--- src/logic/core_defines.svh ---
`ifndef CORE_DEFINES_SVH
`define CORE_DEFINES_SVH

// datapath and register file sizes
`define CORE_XLEN      32
`define CORE_NREGS     32
`define CORE_REG_BITS  5

// major opcodes, bits [6:0]
`define CORE_OP_REG     7'b0110011   // R-type alu
`define CORE_OP_IMM     7'b0010011   // I-type alu
`define CORE_OP_SYSTEM  7'b1110011
`define CORE_INST_WFI   32'h10500073 // full word, only legal system op

// funct3 / funct7 alu selects
`define CORE_F3_ADD_SUB 3'b000       // also addi
`define CORE_F3_XOR     3'b100
`define CORE_F3_OR      3'b110
`define CORE_F3_AND     3'b111
`define CORE_F7_BASE    7'b0000000
`define CORE_F7_SUB     7'b0100000

`endif

--- src/logic/core_pkg.sv ---
`default_nettype none
`include "core_defines.svh"

package core_pkg;

	//////////////////////////////////////////////////////////////////////
	// plain vector types
	//////////////////////////////////////////////////////////////////////

	typedef logic [`CORE_XLEN-1:0]     data_t;    // register value
	typedef logic [`CORE_REG_BITS-1:0] reg_idx_t; // x0..x31
	typedef logic [31:0]               inst_t;    // raw instruction word
	typedef logic [11:0]               imm12_t;   // I-type immediate field

	//////////////////////////////////////////////////////////////////////
	// enums
	//////////////////////////////////////////////////////////////////////

	typedef enum logic [2:0] {
		ALU_ADD = 3'd0,
		ALU_SUB = 3'd1,
		ALU_AND = 3'd2,
		ALU_OR  = 3'd3,
		ALU_XOR = 3'd4
	} alu_op_t;

	// what writeback does with an item
	typedef enum logic [1:0] {
		KIND_ALU     = 2'd0, // write rd
		KIND_HALT    = 2'd1, // wfi
		KIND_ILLEGAL = 2'd2  // anything not decoded
	} inst_kind_t;

	typedef enum logic [1:0] {
		STATUS_RUN     = 2'd0,
		STATUS_HALTED  = 2'd1,
		STATUS_ILLEGAL = 2'd2
	} status_t;

endpackage

`default_nettype wire

--- src/logic/core_ifs.sv ---
`timescale 1ns/1ps
`default_nettype none

// decode register contents, decode -> execute
interface decoded_if;
	import core_pkg::*;

	logic       valid;   // low for a bubble
	inst_kind_t kind;
	alu_op_t    alu_op;
	reg_idx_t   rs1;
	reg_idx_t   rs2;
	data_t      imm;     // already sign extended
	logic       use_imm; // operand b from imm, not rs2
	reg_idx_t   rd;

	modport producer (output valid, kind, alu_op, rs1, rs2, imm, use_imm, rd);
	modport consumer (input valid, kind, alu_op, rs1, rs2, imm, use_imm, rd);
endinterface

// execute result register, execute -> writeback
interface result_if;
	import core_pkg::*;

	logic       valid;
	inst_kind_t kind;
	reg_idx_t   rd;
	data_t      value;

	modport producer (output valid, kind, rd, value);
	modport consumer (input valid, kind, rd, value);
endinterface

// async register file read, indices out and data back same cycle
interface reg_read_if;
	import core_pkg::*;

	reg_idx_t rs1_idx;
	reg_idx_t rs2_idx;
	data_t    rs1_data;
	data_t    rs2_data;

	modport requester (output rs1_idx, rs2_idx, input rs1_data, rs2_data);
	modport provider (input rs1_idx, rs2_idx, output rs1_data, rs2_data);
endinterface

`default_nettype wire

--- src/logic/decode_stage.sv ---
`timescale 1ns/1ps
`default_nettype none
`include "core_defines.svh"

module decode_stage (
	input  logic            clock,
	input  logic            reset,
	input  logic            in_valid,
	input  core_pkg::inst_t in_inst,
	input  logic            running,  // doubles as in_ready
	decoded_if.producer     dec
);
	import core_pkg::*;

	logic [6:0] opcode;
	logic [2:0] funct3;
	logic [6:0] funct7;
	imm12_t     imm_raw;

	inst_kind_t kind_next;
	alu_op_t    op_next;
	logic       use_imm_next;

	//////////////////////////////////////////////////////////////////////
	// field split and classify
	//////////////////////////////////////////////////////////////////////

	assign opcode  = in_inst[6:0];
	assign funct3  = in_inst[14:12];
	assign funct7  = in_inst[31:25];
	assign imm_raw = in_inst[31:20];

	always_comb begin
		kind_next    = KIND_ILLEGAL; // default unless matched
		op_next      = ALU_ADD;
		use_imm_next = 1'b0;
		case (opcode)
			`CORE_OP_REG: begin
				if (funct7 == `CORE_F7_BASE) begin
					kind_next = KIND_ALU;
					case (funct3)
						`CORE_F3_ADD_SUB: op_next = ALU_ADD;
						`CORE_F3_XOR:     op_next = ALU_XOR;
						`CORE_F3_OR:      op_next = ALU_OR;
						`CORE_F3_AND:     op_next = ALU_AND;
						default:          kind_next = KIND_ILLEGAL; // slt, shifts
					endcase
				end else if (funct7 == `CORE_F7_SUB && funct3 == `CORE_F3_ADD_SUB) begin
					kind_next = KIND_ALU;
					op_next   = ALU_SUB;
				end
			end
			`CORE_OP_IMM: begin
				// only addi
				if (funct3 == `CORE_F3_ADD_SUB) begin
					kind_next    = KIND_ALU;
					use_imm_next = 1'b1;
				end
			end
			`CORE_OP_SYSTEM: begin
				if (in_inst == `CORE_INST_WFI)
					kind_next = KIND_HALT;
			end
			default: kind_next = KIND_ILLEGAL;
		endcase
	end

	//////////////////////////////////////////////////////////////////////
	// decode register
	//////////////////////////////////////////////////////////////////////

	always_ff @(posedge clock) begin
		if (!reset) begin
			dec.valid <= 1'b0;
		end else begin
			dec.valid <= in_valid && running; // idle or stopped -> bubble
		end
	end

	// payload, only meaningful with valid
	always_ff @(posedge clock) begin
		dec.kind    <= kind_next;
		dec.alu_op  <= op_next;
		dec.rs1     <= in_inst[19:15];
		dec.rs2     <= in_inst[24:20];   // don't care for addi
		dec.rd      <= in_inst[11:7];
		dec.imm     <= {{(`CORE_XLEN-12){imm_raw[11]}}, imm_raw}; // sign extend
		dec.use_imm <= use_imm_next;
	end

endmodule

`default_nettype wire

--- src/logic/execute_stage.sv ---
`timescale 1ns/1ps
`default_nettype none

module execute_stage (
	input  logic          clock,
	input  logic          reset,
	decoded_if.consumer   dec,
	reg_read_if.requester rf,
	result_if.producer    res
);
	import core_pkg::*;

	logic  fwd_ok;  // result register holds a forwardable write
	logic  fwd_rs1;
	logic  fwd_rs2;
	data_t op_a;
	data_t rs2_val;
	data_t op_b;
	data_t alu_out;

	//////////////////////////////////////////////////////////////////////
	// operands
	//////////////////////////////////////////////////////////////////////

	assign rf.rs1_idx = dec.rs1;
	assign rf.rs2_idx = dec.rs2;

	// two-ahead is already in the regfile, one-ahead sits in res
	assign fwd_ok  = res.valid && (res.kind == KIND_ALU) && (res.rd != '0);
	assign fwd_rs1 = fwd_ok && (res.rd == dec.rs1);
	assign fwd_rs2 = fwd_ok && (res.rd == dec.rs2);

	assign op_a    = fwd_rs1 ? res.value : rf.rs1_data;
	assign rs2_val = fwd_rs2 ? res.value : rf.rs2_data;
	assign op_b    = dec.use_imm ? dec.imm : rs2_val; // addi

	//////////////////////////////////////////////////////////////////////
	// alu
	//////////////////////////////////////////////////////////////////////

	always_comb begin
		case (dec.alu_op)
			ALU_ADD: alu_out = op_a + op_b;
			ALU_SUB: alu_out = op_a - op_b;
			ALU_AND: alu_out = op_a & op_b;
			ALU_OR:  alu_out = op_a | op_b;
			ALU_XOR: alu_out = op_a ^ op_b;
			default: alu_out = op_a + op_b;
		endcase
	end

	//////////////////////////////////////////////////////////////////////
	// result register
	//////////////////////////////////////////////////////////////////////

	always_ff @(posedge clock) begin
		if (!reset) begin
			res.valid <= 1'b0;
		end else begin
			res.valid <= dec.valid; // nothing stalls, bubbles pass through
		end
	end

	always_ff @(posedge clock) begin
		res.kind  <= dec.kind;
		res.rd    <= dec.rd;
		res.value <= alu_out; // garbage for halt/illegal, never written
	end

endmodule

`default_nettype wire

--- src/logic/writeback_stage.sv ---
`timescale 1ns/1ps
`default_nettype none
`include "core_defines.svh"

module writeback_stage (
	input  logic               clock,
	input  logic               reset,
	result_if.consumer         res,
	reg_read_if.provider       rf,
	output logic               running,
	output logic               commit_valid,
	output logic               commit_wr_en,
	output core_pkg::reg_idx_t commit_wr_idx,
	output core_pkg::data_t    commit_wr_data,
	output core_pkg::status_t  status
);
	import core_pkg::*;

	data_t regs [0:`CORE_NREGS-1];
	logic  take;     // item commits this edge
	logic  do_write; // and it updates rd

	//////////////////////////////////////////////////////////////////////
	// register file
	//////////////////////////////////////////////////////////////////////

	// x0 is hardwired, regs[0] never written
	assign rf.rs1_data = (rf.rs1_idx == '0) ? '0 : regs[rf.rs1_idx];
	assign rf.rs2_data = (rf.rs2_idx == '0) ? '0 : regs[rf.rs2_idx];

	assign running  = (status == STATUS_RUN);
	assign take     = res.valid && running; // after a stop, everything younger is dropped
	assign do_write = take && (res.kind == KIND_ALU) && (res.rd != '0);

	always_ff @(posedge clock) begin
		if (do_write)
			regs[res.rd] <= res.value;
	end

	//////////////////////////////////////////////////////////////////////
	// commit outputs and status
	//////////////////////////////////////////////////////////////////////

	// commit payload mirrors the write port
	always_ff @(posedge clock) begin
		commit_wr_idx  <= res.rd;
		commit_wr_data <= res.value;
	end

	always_ff @(posedge clock) begin
		if (!reset) begin
			commit_valid <= 1'b0;
			commit_wr_en <= 1'b0;
			status       <= STATUS_RUN;
		end else begin
			commit_valid <= take;
			commit_wr_en <= do_write;   // low for x0, halt, illegal
			if (take) begin
				// status moves with the commit of the stopping item
				case (res.kind)
					KIND_HALT:    status <= STATUS_HALTED;
					KIND_ILLEGAL: status <= STATUS_ILLEGAL;
					default:      status <= STATUS_RUN;
				endcase
			end
		end
	end

endmodule

`default_nettype wire

--- src/logic/core_top.sv ---
`timescale 1ns/1ps
`default_nettype none

module core_top (
	input  logic               clock,
	input  logic               reset,
	input  logic               in_valid,
	input  core_pkg::inst_t    in_inst,
	output logic               in_ready,      // high while status is run
	output logic               commit_valid,
	output logic               commit_wr_en,
	output core_pkg::reg_idx_t commit_wr_idx,
	output core_pkg::data_t    commit_wr_data,
	output core_pkg::status_t  status
);

	//////////////////////////////////////////////////////////////////////
	// stage links
	//////////////////////////////////////////////////////////////////////

	decoded_if  dec_link ();  // decode reg -> execute
	result_if   res_link ();  // result reg -> writeback
	reg_read_if rf_link ();   // execute <-> regfile

	decode_stage i_decode (
		.clock    (clock),
		.reset    (reset),
		.in_valid (in_valid),
		.in_inst  (in_inst),
		.running  (in_ready),
		.dec      (dec_link.producer)
	);

	execute_stage i_execute (
		.clock (clock),
		.reset (reset),
		.dec   (dec_link.consumer),
		.rf    (rf_link.requester),
		.res   (res_link.producer)
	);

	writeback_stage i_writeback (
		.clock          (clock),
		.reset          (reset),
		.res            (res_link.consumer),
		.rf             (rf_link.provider),
		.running        (in_ready),
		.commit_valid   (commit_valid),
		.commit_wr_en   (commit_wr_en),
		.commit_wr_idx  (commit_wr_idx),
		.commit_wr_data (commit_wr_data),
		.status         (status)
	);

endmodule

`default_nettype wire

--- config.mk ---
export PLATFORM = sky130hd
export DESIGN_NAME = core_top
export DESIGN_NICKNAME = d
export VERILOG_FILES = /design/src/logic/core_pkg.sv /design/src/logic/core_ifs.sv /design/src/logic/decode_stage.sv /design/src/logic/execute_stage.sv /design/src/logic/writeback_stage.sv /design/src/logic/core_top.sv
export VERILOG_INCLUDE_DIRS = /design/src /design/src/logic
export SDC_FILE = /design/constraint.sdc
export NUM_CORES = 2
export LEC_CHECK = 0
export BUFFER_PORTS_ARGS = -buffer_cell sky130_fd_sc_hd__buf_2
export CORE_ASPECT_RATIO = 0.9
export CORE_MARGIN = 1
export CORE_UTILIZATION = 55
export CTS_CLUSTER_DIAMETER = 60
export DETAILED_ROUTE_END_ITERATION = 12
export MAX_ROUTING_LAYER = met4
export PLACE_DENSITY = 0.71
export SLEW_MARGIN = 0
export SYNTH_ARGS = -nofsm -noshare
export SYNTH_HDL_FRONTEND = slang
export SYNTH_SLANG_ARGS = --single-unit
--- constraint.sdc ---
create_clock -name clock -period 17.4 [get_ports clock]
set_input_delay 2.61 -clock clock [delete_from_list [all_inputs] [get_ports clock]]
set_output_delay 2.61 -clock clock [all_outputs]
set_load 0.01 [all_outputs]
-- Word level (Yosys, flattened, before mapping)
Memories as Yosys holds them, arrays and structs flattened. A register that Yosys moved wholly into a read port is not among the register bits.
Cells that the tools add are included.
- ROM bits: 0
- RAM bits: 1024
- output and inout bits: 42
- bits in latches: 0
- logic and storage cells: 75
- bits of input ports: 35
- memories: 1
- flip-flop bits (word level): 115
- multipliers: 0
- add/sub/neg operators: 2
- reduce and logical (&&, ||, !) cells: 17
- bitwise logic cells: 3
- shifts and indexed selects: 0
- divide/modulo/power cells: 0
- equal/unequal tests: 16
- mux-type cells: 19
- magnitude comparators: 0
- memory list (name ; depth ; bits a word ; read ports ; clocked after Yosys merged registers in ; write ports ; RTL line ; text):
    i_writeback.regs ; 32 ; 32 ; 2 ; 2 ; 1 ; writeback_stage.sv:19 ; data_t regs [0:`CORE_NREGS-1];
- operators by type and width (cell ; count):
    two-way mux 32 bit ; 5
    case mux 32 bit (4 select lines) ; 1
    adder 32 bit ; 1
    AND 32 bit ; 1
    equality test 32 x 29 -> 1 bit, second input constant ; 1
    bitwise OR 32 bit ; 1
    subtractor 32 bit ; 1
    bitwise XOR 32 bit ; 1
    equality test 7 x 6 -> 1 bit, second input constant ; 2
    equality test 3 bit, second input constant ; 4
    equality test 5 bit ; 2
    zero test 5 bit ; 2
    two-way mux 2 bit ; 5
    logical AND 1 bit ; 9
    case mux 3 bit (3 select lines) ; 1
    equality test 7 x 5 -> 1 bit, second input constant ; 1
    equality test 7 bit, second input constant ; 1
    zero test 7 bit ; 1
    equality test 3 x 2 -> 1 bit, second input constant ; 2
    case mux 2 bit (3 select lines) ; 1
    nonzero test 5 bit ; 1
    zero test 2 bit ; 2
    two-way mux 1 bit ; 4
    case mux 2 bit (2 select lines) ; 1
    other kinds (6) ; 6

-- Longest topological paths before layout
- word-level depth: 8
- mapped depth: 30
- mapped depth without buffers: 24

-- By module
Synthesis repeated with hierarchy kept, for this count alone.
- cells, all modules: 3480
- area, all modules: 55627.1 sq um
- by module, submodules not included (module ; area each (sq um) ; sequential area each (sq um) ; times used ; cells each):
    writeback_stage ; 48222.5 ; 31570.3 ; 1 ; 2536
    execute_stage ; 6412.4 ; 800.8 ; 1 ; 857
    decode_stage ; 992.2 ; 580.6 ; 1 ; 87

-- Least setup slack after synthesis
Ideal clock, no wire load.
- path type: flip-flop to flip-flop
- start point: register i_decode.dec.imm[0]
- end point: register i_execute.res.value[31]
- library setup time: 127 ps
- path buffers: 4
- cell stages (with the launch flop): 27
- setup slack: 11018 ps
- data required time: 17273 ps
- clock period less this slack: 6382 ps
- arrival: 6255 ps
- cell sequence: dfxtp_1 -> buf_6 -> buf_6 -> buf_6 -> buf_2 -> mux4_2 -> a22oi_1 -> nand2_1 -> a222oi_1 -> a21boi_1 -> ha_1 -> inv_1 -> nor4_1 -> o211ai_1 -> or3_1 -> o21ai_0 -> xnor2_1 -> ha_1 -> a21o_1 -> a21o_1 -> a21o_1 -> or3_1 -> o211ai_1 -> a31oi_1 -> and3_1 -> a2111oi_0 -> nand2_1
- longest elaborated chain between the ends: 3
- elaborated cells between the ends (all ways): 4
- classes of those cells: add/sub: 2; mux: 2
- ends and longest elaborated chain (item ; RTL line ; text):
    start: declaration ; core_ifs.sv:17 ; modport producer (output valid, kind, alu_op, rs1, rs2, imm, use_imm, rd);
    start signal: assignment ; decode_stage.sv:87 ; dec.imm <= {{(`CORE_XLEN-12){imm_raw[11]}}, imm_raw};
    two-way mux 32 bit (*) ; execute_stage.sv:35 ; assign op_b = dec.use_imm ? dec.imm : rs2_val;
    adder 32 bit or subtractor 32 bit (tied branches) ; execute_stage.sv:43, execute_stage.sv:48, execute_stage.sv:44 ;
    case mux 32 bit (4 select lines) (*) ; execute_stage.sv:42 ; case (dec.alu_op)
    net i_execute.alu_out[31] ; execute_stage.sv:19 ; data_t alu_out;
    end signal: assignment ; execute_stage.sv:67 ; res.value <= alu_out;
    end: declaration ; core_ifs.sv:30 ; modport producer (output valid, kind, rd, value);
The timed path passes the listed nets; every way through them passes the cells marked *.
A chain may end at the register's enable or synchronous reset.

-- Final worst setup path
- start point: register i_decode.dec.imm[2]
- end point: register i_execute.res.value[30]
The elaborated chain is that of the path after synthesis.

==> impl_metrics.ini <==
[worst_setup_path]
r2r_slack_ps = 8370
criticalPathCategory = flop to flop
worstReg2RegStart = i_decode.dec.imm[2]
required_ps = 17950
reg2reg_to = i_execute.res.value[30]
r2r_cells = 25
cp-start-kind = flop
crit_end = i_execute.res.value[30]
arrival_ps = 9570
worstSetupStartpoint = i_decode.dec.imm[2]
cp-end-kind = flop
crit_fanout = 52

[sta]
fin_crit_sh_pct = 51.9
max_slew.worst_pin.slew_ps = 1380
setup_tns_ps = 0
maxSlewViolCount = 0
fin_skew_ps = 35.9
finalCriticalPeriod_ps = 9030
finalHoldViolations = 0
max_freq_mhz = 111
hold_ws_ps = 328
setup_violations = 0
slew_headroom_pct = 8.05
rsz0062_at_grt = no

[die]
die_w_um = 335
initial_core_util_pct = 55.7
num_rows = 109
die_area_sq_um = 101000
die_h_um = 302
core_sq_um = 98600
io_pins = 77

[yosys]
async_flop_share_pct = 0
synth_xor_area_share_pct = 1.05
yosysMostFrequentCell = edfxtp_1
synth-seq-cells = 1134
ys_seq_area_share_pct = 60.0
synth_simple_gate_area_share_pct = 3.72
yosys.area.top_type = edfxtp_1
synth_edf_count = 1024
syn_avg_cell_area_sq_um = 17.1
ys.warnings.count = 0
synth_cells = 3203
synth_common_cells = edfxtp_1, mux4_2, mux2i_1
yosys.area_share.adder_pct = 2.22
synthMuxAreaShare_pct = 25.0
netlist_area_sq_um = 54900
synth_compound_area_share_pct = 5.51
synth_cell_type_count = 82
synth-main-ff-cell = edfxtp_1
synth_top_family_by_area = multiplexers
synthTopCellsByArea = edfxtp_1, mux4_2, dfxtp_1
synth_top_area_share_pct = 56.0

[clock_network]
clk_path_buf_depth = 3
cts_buffers = 116
cts_setup_buffers = 0
clock_sinks = 1134
hold_buffers = 0
clock_latency_ps = 730
cts_max_level = 3
cts_tree = built
post_cts_resize_count = 0
path_clk_slew_ps = 60
cts_root_buf = clkbuf_16

[worst_hold_path]
hold_path.class = flop to flop
min_from = i_decode.dec.rd[4]

[placed_design]
io_buffers = 76
gp_congestion = 0.982
dp_hpwl_um = 101000
placedCellCount = 4524

[route]
ant_nets = 0
dr.pass1.iters = 6
vias_per_cell = 7.14
drt_iter0_markers = 4901
totalWireLength_um = 171000
vias = 33900
wl_per_cell_um = 36.0
drc = 0

[global_route]
grt_start_max_net_pins = 87
track_usage_pct = 35.5
grt_pass1_vias = 34300
grt_pass1_wl_um = 245000
antenna_found_initial = 5
grt-ovfl-total = 0

[pwr]
peakVddDrop_v = 0.0000817
power.leakage_nw = 20.6
power_density_nw_per_um2 = 117

[run]
max-cap-violations = 0

[outcome]
status = complete, no violations

[cells_and_area]
stdcell_count = 4750
nets = 3442
area_delta_synth_final_pct = 11.3
drive_above_1_share_pct = 28.3
[final cells by class]
class	instances	area [sq um]
fill	6986	37500
multi-input combinational	1778	20900
clock buffer	163	3310
timing repair buffer	179	1170
clock inverter	59	619
antenna	4	10.0
sequential	1134	33000
tap	1332	1670
inverter	101	380
[cell usage in the layout (no fill, tap or decap), types with 32 or more instances in the layout]
master / instances
dfxtp_1: 100
nor3_1: 38
nand2_1: 117
mux4_2: 498
inv_1: 98
clkbuf_16: 118
edfxtp_1: 1024
a22oi_1: 40
conb_1: 32
buf_4: 102
ha_1: 96
xnor2_1: 48
nor2_1: 92
o22ai_1: 32
mux2i_1: 192
buf_2: 76
a21oi_1: 106
o21ai_0: 36
[worst max-delay path: stages, from the launching register on]
cell      delay (ps)
dfxtp_4          800
buf_4            780
buf_4            600
buf_4            790
mux4_2           430
a22oi_1          250
nand2_1          170
a22oi_1          180
o31a_1           270
nand4_1          360
or2_2            440
nor2_1           210
a21oi_1          140
xnor2_1          140
ha_1             410
and4_1           290
a21oi_1          130
o21ai_0          190
a221oi_1         380
o21ai_0          280
a221o_1          420
a41oi_1          330
a311oi_1         160
a21oi_1          220
xor2_1           170
o21ai_0          100
[per-stage QoR]
stage | worst slack, ps | area, sq um | power (mW) | utilization (%)
floorplan | 11020 | 55000 | 4.23 | -
global placement | 8300 | 57100 | 4.61 | 58.0
detailed placement | 8380 | 57100 | 4.65 | 58.0
CTS | 8340 | 61100 | 7.17 | 61.9
global route | 7670 | 61100 | 7.38 | 61.9
finish | 8370 | 61100 | 7.17 | 61.9
[kinds of logic (layout without fill, tap and decap cells)]
group	after synthesis	count (layout)
flip-flops	1134	1134
multiplexers	729	729
AO/OA/AOI/OAI	429	429
AND/OR/NAND/NOR	425	425
buffers and inverters	322	502
adder cells (fa/ha/maj)	97	97
XOR/XNOR	66	66
other	1	36
[worst min path at each step]
stage | end | slack [ps] | depth (start not counted)
global placement | i_execute.res.rd[0] | 320 | 0
CTS | i_execute.res.rd[4] | 330 | 0
floorplan | i_execute.res.kind[0] | 310 | 0
global route | i_execute.res.rd[4] | 340 | 0
detailed placement | i_execute.res.rd[2] | 310 | 0
finish | i_execute.res.rd[4] | 330 | 0
[where the power goes]
part / switching (mW) / internal (mW) / total (mW)
registers: 0.327 / 3.44 / 3.77
logic: 0.503 / 0.341 / 0.844
clock network: 1.07 / 1.48 / 2.55
total: 1.90 / 5.26 / 7.17
[flip-flops by register name (all words and copies together), names as in the netlist]
| name | flops |
|---|---|
| i_writeback.regs | 1024 |
| i_execute.res.value | 32 |
| i_writeback.commit_wr_data | 32 |
| i_decode.dec.imm | 12 |
| i_decode.dec.rd | 5 |
| i_decode.dec.rs1 | 5 |
| i_execute.res.rd | 5 |
| i_writeback.commit_wr_idx | 5 |
| i_decode.dec.alu_op | 3 |
| i_decode.dec.kind | 2 |
| i_execute.res.kind | 2 |
| i_writeback.status | 2 |
| i_decode.dec.use_imm | 1 |
| i_decode.dec.valid | 1 |
| i_execute.res.valid | 1 |
| i_writeback.commit_valid | 1 |
| i_writeback.commit_wr_en | 1 |
[per-layer routing]
layer,global-route usage [%],part of all wire [%]
met1,48.3,38
met5,-,0
met3,10.0,13
met4,13.9,4.4
met2,50.9,44
No activity file was read; power rests on OpenSTA's default activity.
